File: src/rv_exec_pkg.sv
package rv_exec_pkg;

    localparam int xlen = 32; // Data path width

    typedef enum logic [5:0] {
        OP_INVALID = 6'd0,  // Unsupported encoding
        OP_ADD     = 6'd1,  // R type
        OP_SUB     = 6'd2,
        OP_SLL     = 6'd3,
        OP_SLT     = 6'd4,
        OP_SLTU    = 6'd5,
        OP_XOR     = 6'd6,
        OP_SRL     = 6'd7,
        OP_SRA     = 6'd8,
        OP_OR      = 6'd9,
        OP_AND     = 6'd10,
        OP_ADDI    = 6'd11, // I type
        OP_SLTI    = 6'd12,
        OP_SLTIU   = 6'd13,
        OP_XORI    = 6'd14,
        OP_ORI     = 6'd15,
        OP_ANDI    = 6'd16,
        OP_SLLI    = 6'd17,
        OP_SRLI    = 6'd18,
        OP_SRAI    = 6'd19,
        OP_LB      = 6'd20, // Loads compute only an address
        OP_LH      = 6'd21,
        OP_LW      = 6'd22,
        OP_LBU     = 6'd23,
        OP_LHU     = 6'd24,
        OP_SB      = 6'd25, // Stores compute only an address
        OP_SH      = 6'd26,
        OP_SW      = 6'd27,
        OP_BEQ     = 6'd28, // B type
        OP_BNE     = 6'd29,
        OP_BLT     = 6'd30,
        OP_BGE     = 6'd31,
        OP_BLTU    = 6'd32,
        OP_BGEU    = 6'd33,
        OP_AUIPC   = 6'd35  // U type
    } alu_op_t;

    typedef enum logic [2:0] {
        IMM_NONE,
        IMM_I,
        IMM_S,
        IMM_B,
        IMM_U
    } imm_fmt_t;

    typedef struct packed {
        logic            valid;
        alu_op_t         op;
        logic [4:0]      rs1;
        logic [4:0]      rs2;
        logic [4:0]      rd;
        logic            reg_write;
        logic [xlen-1:0] imm;
        logic [xlen-1:0] pc;
    } decode_s;

    typedef struct packed {
        logic            valid;
        alu_op_t         op;
        logic [4:0]      rd;
        logic            reg_write;
        logic [xlen-1:0] rs1_val;
        logic [xlen-1:0] rs2_val;
        logic [xlen-1:0] imm;
        logic [xlen-1:0] pc;
    } operand_s;

    typedef struct packed {
        logic            valid;
        logic [4:0]      rd;
        logic            reg_write;
        logic [xlen-1:0] result;
        logic            branch;
        logic [xlen-1:0] pc;
        logic [xlen-1:0] imm;     // Zero unless a branch
    } exec_s;

    typedef struct packed {
        logic            valid;
        logic [4:0]      rd;
        logic            reg_write;
        logic [xlen-1:0] result;
        logic            branch;
        logic [xlen-1:0] target;
    } wb_s;

endpackage
File: src/exec_top.sv
module exec_top import rv_exec_pkg::*; (
    input  logic            clk,
    input  logic            nRst,
    input  logic            instr_valid,
    input  logic [xlen-1:0] instr,
    input  logic [xlen-1:0] pc,
    output wb_s             wb
);

    decode_s         dec;
    operand_s        ops;
    exec_s           ex;
    logic [4:0]      rd_addr1;
    logic [4:0]      rd_addr2;
    logic [xlen-1:0] rd_data1;
    logic [xlen-1:0] rd_data2;
    logic            wr_en;
    logic [4:0]      wr_addr;
    logic [xlen-1:0] wr_data;

    instr_decode u_decode (.clk, .nRst, .instr_valid, .instr, .pc, .dec);

    operand_stage u_operand (.clk, .nRst, .dec, .rd_addr1, .rd_addr2,
                             .rd_data1, .rd_data2, .ops);

    reg_file u_regs (.clk, .nRst, .rd_addr1, .rd_addr2, .rd_data1, .rd_data2,
                     .wr_en, .wr_addr, .wr_data);

    alu u_alu (.clk, .nRst, .ops, .ex);

    writeback_stage u_wb (.clk, .nRst, .ex, .wr_en, .wr_addr, .wr_data, .wb);

endmodule

File: src/writeback_stage.sv
module writeback_stage import rv_exec_pkg::*; (
    input  logic            clk,
    input  logic            nRst,
    input  exec_s           ex,
    output logic            wr_en,
    output logic [4:0]      wr_addr,
    output logic [xlen-1:0] wr_data,
    output wb_s             wb
);

    wb_s wb_n;

    // Register write lands on the same edge that loads wb
    assign wr_en   = ex.valid & ex.reg_write;
    assign wr_addr = ex.rd;
    assign wr_data = ex.result;

    always_comb begin
        wb_n.valid     = ex.valid;
        wb_n.rd        = ex.rd;
        wb_n.reg_write = ex.reg_write;
        wb_n.result    = ex.result;
        wb_n.branch    = ex.branch;
        wb_n.target    = ex.pc + ex.imm; // Both zero for non-branch ops
    end

    always_ff @(posedge clk, negedge nRst) begin
        if (!nRst) begin
            wb <= '0;
        end else begin
            wb <= wb_n;
        end
    end

endmodule

File: src/alu.sv
module alu import rv_exec_pkg::*; (
    input  logic     clk,
    input  logic     nRst,
    input  operand_s ops,
    output exec_s    ex
);

    logic [xlen-1:0] in1;
    logic [xlen-1:0] in2;
    logic [xlen-1:0] result_n;
    logic            branch_n;
    logic            is_branch; // Op is one of the six branches
    exec_s           ex_n;

    always_comb begin : input_mux
        case (ops.op)
            OP_ADDI, OP_SLTI, OP_SLTIU, OP_XORI, OP_ORI, OP_ANDI, OP_SLLI, OP_SRLI,
            OP_SRAI, OP_LB, OP_LH, OP_LW, OP_LBU, OP_LHU, OP_SB, OP_SH, OP_SW: begin
                in1 = ops.rs1_val;
                in2 = ops.imm;
            end
            OP_AUIPC: begin
                in1 = ops.pc;
                in2 = ops.imm;
            end
            default: begin
                in1 = ops.rs1_val;
                in2 = ops.rs2_val;
            end
        endcase
    end

    always_comb begin : operation
        result_n = '0;
        branch_n = 1'b0;
        is_branch = 1'b0;
        case (ops.op)
            OP_ADD, OP_ADDI, OP_LB, OP_LH, OP_LW, OP_LBU, OP_LHU,
            OP_SB, OP_SH, OP_SW, OP_AUIPC: result_n = in1 + in2;
            OP_SUB:             result_n = in1 - in2;
            OP_SLL, OP_SLLI:    result_n = in1 << in2[4:0];
            OP_SLT, OP_SLTI:    result_n = {31'b0, $signed(in1) < $signed(in2)};
            OP_SLTU, OP_SLTIU:  result_n = {31'b0, in1 < in2};
            OP_XOR, OP_XORI:    result_n = in1 ^ in2;
            OP_SRL, OP_SRLI:    result_n = in1 >> in2[4:0];
            OP_SRA, OP_SRAI:    result_n = $unsigned($signed(in1) >>> in2[4:0]); // Sign fill
            OP_OR, OP_ORI:      result_n = in1 | in2;
            OP_AND, OP_ANDI:    result_n = in1 & in2;
            OP_BEQ, OP_BNE, OP_BLT, OP_BGE, OP_BLTU, OP_BGEU: begin
                is_branch = 1'b1;
                case (ops.op)
                    OP_BEQ:  branch_n = (in1 == in2);
                    OP_BNE:  branch_n = (in1 != in2);
                    OP_BLT:  branch_n = ($signed(in1) < $signed(in2));
                    OP_BGE:  branch_n = ($signed(in1) >= $signed(in2));
                    OP_BLTU: branch_n = (in1 < in2);
                    default: branch_n = (in1 >= in2); // BGEU
                endcase
            end
            default: result_n = '0; // OP_INVALID
        endcase
    end

    always_comb begin
        ex_n.valid     = ops.valid;
        ex_n.rd        = ops.rd;
        ex_n.reg_write = ops.reg_write;
        ex_n.result    = result_n;
        ex_n.branch    = branch_n;
        // Target operands only for branches, so other ops get a zero target
        ex_n.pc        = is_branch ? ops.pc : '0;
        ex_n.imm       = is_branch ? ops.imm : '0;
    end

    always_ff @(posedge clk, negedge nRst) begin
        if (!nRst) begin
            ex <= '0;
        end else begin
            ex <= ex_n;
        end
    end

endmodule

File: src/operand_stage.sv
module operand_stage import rv_exec_pkg::*; (
    input  logic            clk,
    input  logic            nRst,
    input  decode_s         dec,
    output logic [4:0]      rd_addr1,
    output logic [4:0]      rd_addr2,
    input  logic [xlen-1:0] rd_data1,
    input  logic [xlen-1:0] rd_data2,
    output operand_s        ops
);

    operand_s ops_n;

    assign rd_addr1 = dec.rs1; // Register file lookup
    assign rd_addr2 = dec.rs2;

    always_comb begin
        ops_n.valid     = dec.valid;
        ops_n.op        = dec.op;
        ops_n.rd        = dec.rd;
        ops_n.reg_write = dec.reg_write;
        ops_n.rs1_val   = rd_data1;
        ops_n.rs2_val   = rd_data2;
        ops_n.imm       = dec.imm;
        ops_n.pc        = dec.pc;
    end

    always_ff @(posedge clk, negedge nRst) begin
        if (!nRst) begin
            ops <= '0;
        end else begin
            ops <= ops_n;
        end
    end

endmodule

File: src/reg_file.sv
module reg_file import rv_exec_pkg::*; (
    input  logic            clk,
    input  logic            nRst,
    input  logic [4:0]      rd_addr1,
    input  logic [4:0]      rd_addr2,
    output logic [xlen-1:0] rd_data1,
    output logic [xlen-1:0] rd_data2,
    input  logic            wr_en,
    input  logic [4:0]      wr_addr,
    input  logic [xlen-1:0] wr_data
);

    logic [xlen-1:0] regs [0:31];

    // Asynchronous reads where x0 stays zero
    assign rd_data1 = regs[rd_addr1];
    assign rd_data2 = regs[rd_addr2];

    always_ff @(posedge clk, negedge nRst) begin
        if (!nRst) begin
            for (int i = 0; i < 32; i++) begin
                regs[i] <= '0;
            end
        end else if (wr_en && (wr_addr != 5'd0)) begin
            regs[wr_addr] <= wr_data; // Writes to x0 dropped
        end
    end

endmodule

File: src/instr_decode.sv
module instr_decode import rv_exec_pkg::*; (
    input  logic            clk,
    input  logic            nRst,
    input  logic            instr_valid,
    input  logic [xlen-1:0] instr,
    input  logic [xlen-1:0] pc,
    output decode_s         dec
);

    typedef enum logic [6:0] {
        MAJ_OP     = 7'b0110011,
        MAJ_OP_IMM = 7'b0010011,
        MAJ_LOAD   = 7'b0000011,
        MAJ_STORE  = 7'b0100011,
        MAJ_BRANCH = 7'b1100011,
        MAJ_AUIPC  = 7'b0010111
    } major_op_t;

    logic [2:0]      funct3;
    logic [6:0]      funct7;
    alu_op_t         op_n;
    imm_fmt_t        fmt;
    logic [xlen-1:0] imm_n;
    logic            writes_rd; // Format has a destination
    decode_s         dec_n;

    assign funct3 = instr[14:12];
    assign funct7 = instr[31:25];

    always_comb begin
        op_n = OP_INVALID;
        fmt = IMM_NONE;
        writes_rd = 1'b0;
        case (major_op_t'(instr[6:0]))
            MAJ_OP: begin
                writes_rd = 1'b1;
                case ({funct7, funct3})
                    {7'h00, 3'd0}: op_n = OP_ADD;
                    {7'h20, 3'd0}: op_n = OP_SUB;
                    {7'h00, 3'd1}: op_n = OP_SLL;
                    {7'h00, 3'd2}: op_n = OP_SLT;
                    {7'h00, 3'd3}: op_n = OP_SLTU;
                    {7'h00, 3'd4}: op_n = OP_XOR;
                    {7'h00, 3'd5}: op_n = OP_SRL;
                    {7'h20, 3'd5}: op_n = OP_SRA;
                    {7'h00, 3'd6}: op_n = OP_OR;
                    {7'h00, 3'd7}: op_n = OP_AND;
                    default:       op_n = OP_INVALID;
                endcase
            end
            MAJ_OP_IMM: begin
                writes_rd = 1'b1;
                fmt = IMM_I;
                case (funct3)
                    3'd0: op_n = OP_ADDI;
                    3'd1: op_n = (funct7 == 7'h00) ? OP_SLLI : OP_INVALID;
                    3'd2: op_n = OP_SLTI;
                    3'd3: op_n = OP_SLTIU;
                    3'd4: op_n = OP_XORI;
                    3'd5: op_n = (funct7 == 7'h00) ? OP_SRLI :
                                 (funct7 == 7'h20) ? OP_SRAI : OP_INVALID;
                    3'd6: op_n = OP_ORI;
                    3'd7: op_n = OP_ANDI;
                endcase
            end
            MAJ_LOAD: begin
                writes_rd = 1'b1;
                fmt = IMM_I;
                case (funct3)
                    3'd0:    op_n = OP_LB;
                    3'd1:    op_n = OP_LH;
                    3'd2:    op_n = OP_LW;
                    3'd4:    op_n = OP_LBU;
                    3'd5:    op_n = OP_LHU;
                    default: op_n = OP_INVALID;
                endcase
            end
            MAJ_STORE: begin
                fmt = IMM_S;
                case (funct3)
                    3'd0:    op_n = OP_SB;
                    3'd1:    op_n = OP_SH;
                    3'd2:    op_n = OP_SW;
                    default: op_n = OP_INVALID;
                endcase
            end
            MAJ_BRANCH: begin
                fmt = IMM_B;
                case (funct3)
                    3'd0:    op_n = OP_BEQ;
                    3'd1:    op_n = OP_BNE;
                    3'd4:    op_n = OP_BLT;
                    3'd5:    op_n = OP_BGE;
                    3'd6:    op_n = OP_BLTU;
                    3'd7:    op_n = OP_BGEU;
                    default: op_n = OP_INVALID;
                endcase
            end
            MAJ_AUIPC: begin
                writes_rd = 1'b1;
                fmt = IMM_U;
                op_n = OP_AUIPC;
            end
            default: op_n = OP_INVALID; // LUI, JAL, JALR, FENCE, system
        endcase
    end

    always_comb begin
        case (fmt)
            IMM_I:   imm_n = {{20{instr[31]}}, instr[31:20]};
            IMM_S:   imm_n = {{20{instr[31]}}, instr[31:25], instr[11:7]};
            IMM_B:   imm_n = {{19{instr[31]}}, instr[31], instr[7], instr[30:25],
                              instr[11:8], 1'b0};
            IMM_U:   imm_n = {instr[31:12], 12'b0};
            default: imm_n = '0;
        endcase
    end

    always_comb begin
        dec_n.valid     = instr_valid;
        dec_n.op        = op_n;
        dec_n.rs1       = instr[19:15];
        dec_n.rs2       = instr[24:20];
        dec_n.rd        = instr[11:7];
        dec_n.reg_write = instr_valid && writes_rd && (op_n != OP_INVALID)
                          && (instr[11:7] != 5'd0);
        dec_n.imm       = imm_n;
        dec_n.pc        = pc;
    end

    always_ff @(posedge clk, negedge nRst) begin
        if (!nRst) begin
            dec <= '0;
        end else begin
            dec <= dec_n;
        end
    end

endmodule

File: config.mk
export PLATFORM = sky130hd
export DESIGN_NAME = exec_top
export DESIGN_NICKNAME = d
export VERILOG_FILES = /design/src/rv_exec_pkg.sv /design/src/exec_top.sv /design/src/writeback_stage.sv /design/src/alu.sv /design/src/operand_stage.sv /design/src/reg_file.sv /design/src/instr_decode.sv
export SDC_FILE = /design/constraint.sdc
export NUM_CORES = 2
export LEC_CHECK = 0
export BUFFER_PORTS_ARGS = -buffer_cell sky130_fd_sc_hd__buf_4
export CORE_MARGIN = 3
export CORE_UTILIZATION = 47
export DETAILED_ROUTE_END_ITERATION = 10
export PLACE_DENSITY = 0.67
export SLEW_MARGIN = 20
export SYNTH_ARGS = -nofsm -noshare
export SYNTH_HDL_FRONTEND = slang
export SYNTH_SLANG_ARGS = --single-unit
File: constraint.sdc
create_clock -name clk -period 10.3 [get_ports clk]
set_clock_uncertainty 0.05 [all_clocks]
set_input_delay 1.545 -clock clk [delete_from_list [all_inputs] [get_ports clk]]
set_output_delay 1.545 -clock clk [all_outputs]
set_load 0.01 [all_outputs]
# Word level (Yosys, flattened, before mapping)
# Cells that the tools add are included.
# totals
inputBits	67
regBits	1428
output_inout_bits	72
# classes
shift	3
eq_ne	63
addsub	3
mux	29
order_cmp	8
reduce_logical	24
bitwise	7
# ops
op	count
$bwmux 1024	1
$bmux 32 s5	2
$pmux 32 s10	1
$mux 32	9
$demux 32 s5	1
$pmux 32 s4	1
$eq 6x5->1 const B	16
$pmux 6 s6	2
$add 32x32->32	2
$ge 32x32->1	2
$lt 32x32->1	2
$eq 6x4->1 const B	8
$pmux 6 s8	1
$eq 10x3->1 const B	4
$pmux 4 s10	1
$and 32x32->32	1
$eq 32x32->1	1
$ne 32x32->1	1
$or 32x32->32	1
$shl 32x5->32	1
$shr 32x5->32	1
$sshr 32x5->32	1
$sub 32x32->32	1
$xor 32x32->32	1
other kinds (36)	75

# Longest topological paths before layout
# logic_depth
word_depth	8
depth_mapped	21
ltp_nobuf	17

# Modules after synthesis
# Synthesis repeated with hierarchy kept, for this count alone.
# unflattened
hier_cells	6963
area_unflattened_um2	78746.8
# by_module_without_submodules
mod	cells_per_inst	seq_area_each_um2	area_per_inst_um2	instances
reg_file	4601	25624.6	55522.0	1
alu	1638	2602.5	12697.2	1
writeback_stage	342	1801.7	3813.7	1
operand_stage	151	3528.4	3603.5	1
instr_decode	231	2177.1	3110.5	1

# Least setup slack after synthesis
# OpenSTA, ideal clock, no wires.
# synth_timing
path_type	reg-to-reg
start	register u_operand.ops[138] (netlist name)
end	register u_alu.ex[95] (netlist name)
synth_period_minus_slack_ps	5149
setup_time_ps	142
t_required_ps	10108
n_path_buf	4
t_arrival_ps	4957
path_slack_ps	5151
stages_incl_launch_ff	20
path_cell_list	dfrtp_1 -> buf_2 -> nor3b_1 -> a31o_2 -> nor2_2 -> clkbuf_1 -> buf_1 -> mux2_2 -> ha_1 -> buf_2 -> inv_1 -> a2111oi_0 -> o2bb2ai_1 -> a31o_2 -> o211ai_1 -> a2111oi_0 -> a211oi_1 -> o211a_1 -> nor2_1 -> o2111ai_1

==> impl_metrics.env <==
export IMPL_cp_required_ns=10.92
export IMPL_p_seq_share_pct=47.9
export IMPL_end_kind="flip-flop"
export IMPL_drt_wirelength_per_cell_um=33.8
export IMPL_avgSynthCellArea_um2=14.1
export IMPL_drive_gt1_share_pct=43.5
export IMPL_root_buffer="clkbuf_16"
export IMPL_num_rows=146
export IMPL_core_area_um2=159000
export IMPL_hold_viol_final=0
export IMPL_die_w_um=408
export IMPL_p_clk_share_pct=48.5
export IMPL_drc=0
export IMPL_cts_hold_buf=0
export IMPL_synth_distinct_cells=95
export IMPL_async_flop_share_pct=100
export IMPL_worstMarginPinSlew_ns=1.11
export IMPL_cts_buffers=155
export IMPL_min_path_type="reg2reg"
export IMPL_drt_iter0_drc=6072
export IMPL_dp_hpwl_um=168000
export IMPL_grt_first_pass_wirelength_um=371000
export IMPL_die_area_um2=166000
export IMPL_max_slew_margin_rel_pct=25.1
export IMPL_final_antenna_net_count=0
export IMPL_crit_fanout=32
export IMPL_synth_largest_area_cell="dfrtp_1"
export IMPL_clk_pin_slew_worst_paths_ns=0.06
export IMPL_tritoncts="done"
export IMPL_fin_tns_setup_ns=0
export IMPL_netSwitchingFraction_pct=23.7
export IMPL_synthCells=5396
export IMPL_yosys_cell_count_top_type="dfrtp_1"
export IMPL_max_cap_viol_count=0
export IMPL_grt_max_degree=178
export IMPL_viasPerCell=6.61
export IMPL_net_switching_power_mw=2.82
export IMPL_cts_max_path_buffers=3
export IMPL_intPower_mw=9.07
export IMPL_cts_htree_levels=4
export IMPL_antenna_found_initial=23
export IMPL_slew_viol_final=0
export IMPL_syn_cell_area_um2=75900
export IMPL_setup_viol=0
export IMPL_first_pass_iters=5
export IMPL_synth_enable_flop_cells=0
export IMPL_cp_start_kind="flip-flop"
export IMPL_powerDensity_nw_per_um2=141
export IMPL_status="finished clean"
export IMPL_clock_latency_ns=0.83
export IMPL_timing_hold_ws_ns=0.293
export IMPL_cp_cell_sequence="nor2_1 > nand4_1 > buf_4 > mux2i_1 > inv_1 > ha_1 > inv_1 > fa_1 > nand2b_1 > a21oi_1 > nor2_1 > o41ai_1 > a221oi_1 > buf_4 > o21ai_0 > a21oi_1 > xor2_1 > o221ai_1 > or4_1"
export IMPL_p_leak_nw=39.1
export IMPL_track_usage_pct=30.8
export IMPL_critPathMaxStageDelay_ns=0.80
export IMPL_ys_flop_type="dfrtp_1"
export IMPL_syn_nets=5594
export IMPL_fp_dieH_um=408
export IMPL_crit_slowest_cell="dfrtp_1"
export IMPL_crit_arrival_ns=6.67
export IMPL_cts_resized_gates=0
export IMPL_io_pins=139
export IMPL_synth_area_leaders="dfrtp_1 (47%), mux4_2 (19%), mux2_2 (16%)"
export IMPL_port_buffers=138
export IMPL_irDropWorstVdd_v=0.000148
export IMPL_rsz0062_at_grt="false"
export IMPL_drt_total_wl_um=256000
export IMPL_worstSetupPathType="reg2reg"
export IMPL_yosys_warnings=0
export IMPL_max_freq_ghz=0.165
export IMPL_layout_nets=5506
export IMPL_power_frac_comb_pct=3.6
export IMPL_dr_total_vias=50200
export IMPL_overflow=0
export IMPL_cts_setup_buffers=0
export IMPL_grt_pass1_vias=50800
export IMPL_start_util_pct=47.6
export IMPL_synth_commonest_cells="dfrtp_1 (1,428), mux2_2 (1,094), mux4_2 (643)"
export IMPL_min_period_over_period_pct=58.7
export IMPL_cts_sinks=1428
export IMPL_seq_area_frac_synth_pct=47.1
export IMPL_yosys_area_top_type_share_pct=47.1
export IMPL_gp_congestion=1.00
export IMPL_ys_seq_elements=1428
export IMPL_areaGrowthSynthToFinish_pct=11.1
export IMPL_post_route_min_period_ns=6.05
path summary, 6_finish.rpt:
kind,cells past startpoint,endpoint,start,slack [ns]
worst max-delay path,19,u_alu.ex[85],u_operand.ops[136],4.25
worst min-delay path,0,u_operand.ops[35],u_decode.dec[35],0.29
worst max register to register,19,u_alu.ex[85],u_operand.ops[136],4.25
worst min register to register,0,u_operand.ops[35],u_decode.dec[35],0.29
max in group asynchronous,3,u_decode.dec[73],nRst,7.16
min in group asynchronous,1,u_regs.regs[760],nRst,0.73
logic make-up (layout without fill, tap and decap cells):
logic type	Yosys count	after routing	share of synthesized area [%]
muxes	1853	1853	36.9
and+or+nand+nor	655	655	4.23
other	0	7	0
adders and majority gates	131	131	2.19
DFF	1428	1428	47.1
AOI/OAI and AO/OA	667	667	5.97
buffers and inverters	623	666	3.22
xor gates and xnor gates	39	39	0.450
critical path, delay by kind of cell (launching register included):
family	cells	cell delay [ns]
fa+ha+maj	2	0.70
buf+inv	4	1.11
mux	1	0.26
flops	1	0.80
xor+xnor	1	0.17
simple gates	5	1.19
compound gates	6	1.59
power by group through the flow:
stage,Clock [mW],Combinational (mW),Sequential [mW]
detailed placement,0,0.445,5.80
floorplan,0,0.235,5.75
finish,5.77,0.434,5.70
global route,6.10,0.472,5.69
CTS,5.86,0.446,5.70
global placement,0,0.445,5.80
metal layers:
metal	share of wire, %	global-route usage [%]	vias up	wire [um]
li1	-	-	20300	-
met2	46	46.6	2422	117000
met3	8.5	5.60	528	21700
met5	0.012	0	-	30
met1	41	43.5	26900	105000
met4	4.9	13.8	4	12500
flip-flops by register name (all words and copies together) (netlist names):
register / cells
u_alu.ex: 104
u_regs.regs: 1024
u_decode.dec: 87
u_wb.wb: 72
u_operand.ops: 141
cells in the final DEF, fill, tap and decap left out, drive strengths merged, types with 9 or more instances in the layout:
master      n
o31ai      10
nand2     155
o21ai     147
a221o      10
clkinv     37
a211oi     14
mux2i     113
a21oi     143
inv       118
mux2     1097
clkbuf    231
nand4      16
nand3      75
mux4      643
buf       268
and3       15
nand2b     24
o22ai      37
a21boi     12
a211o      10
and2       70
nor2b      28
dfrtp    1428
ha        128
xnor2      30
nor3       37
o2111ai    10
or3         9
o21bai     13
xor2        9
a221oi     34
a31oi      21
o221ai     20
nor2      182
o211ai     42
nor4       14
a21o       49
layout make-up:
type                       instances  area, um^2
timing repair buffer             268        2160
clock inverter                    57         746
sequential                      1428       35800
fill                           13200       75100
inverter                         110         418
antenna                            7        17.5
clock buffer                     231        4600
multi-input combinational       3345       38000
tap                             2146        2690
stage by stage:
stage	std cells	total power, mW	util, %	instance area, um^2	setup slack [ns]
floorplan	5396	5.98	-	75900	5.15
global placement	7297	6.24	49.5	79000	4.43
detailed placement	7297	6.24	49.5	79000	4.35
CTS	7585	12.0	52.9	84300	4.29
global route	7585	12.3	52.9	84300	3.82
finish	7592	11.9	52.9	84400	4.25
Power figures use the tool's default switching activity.
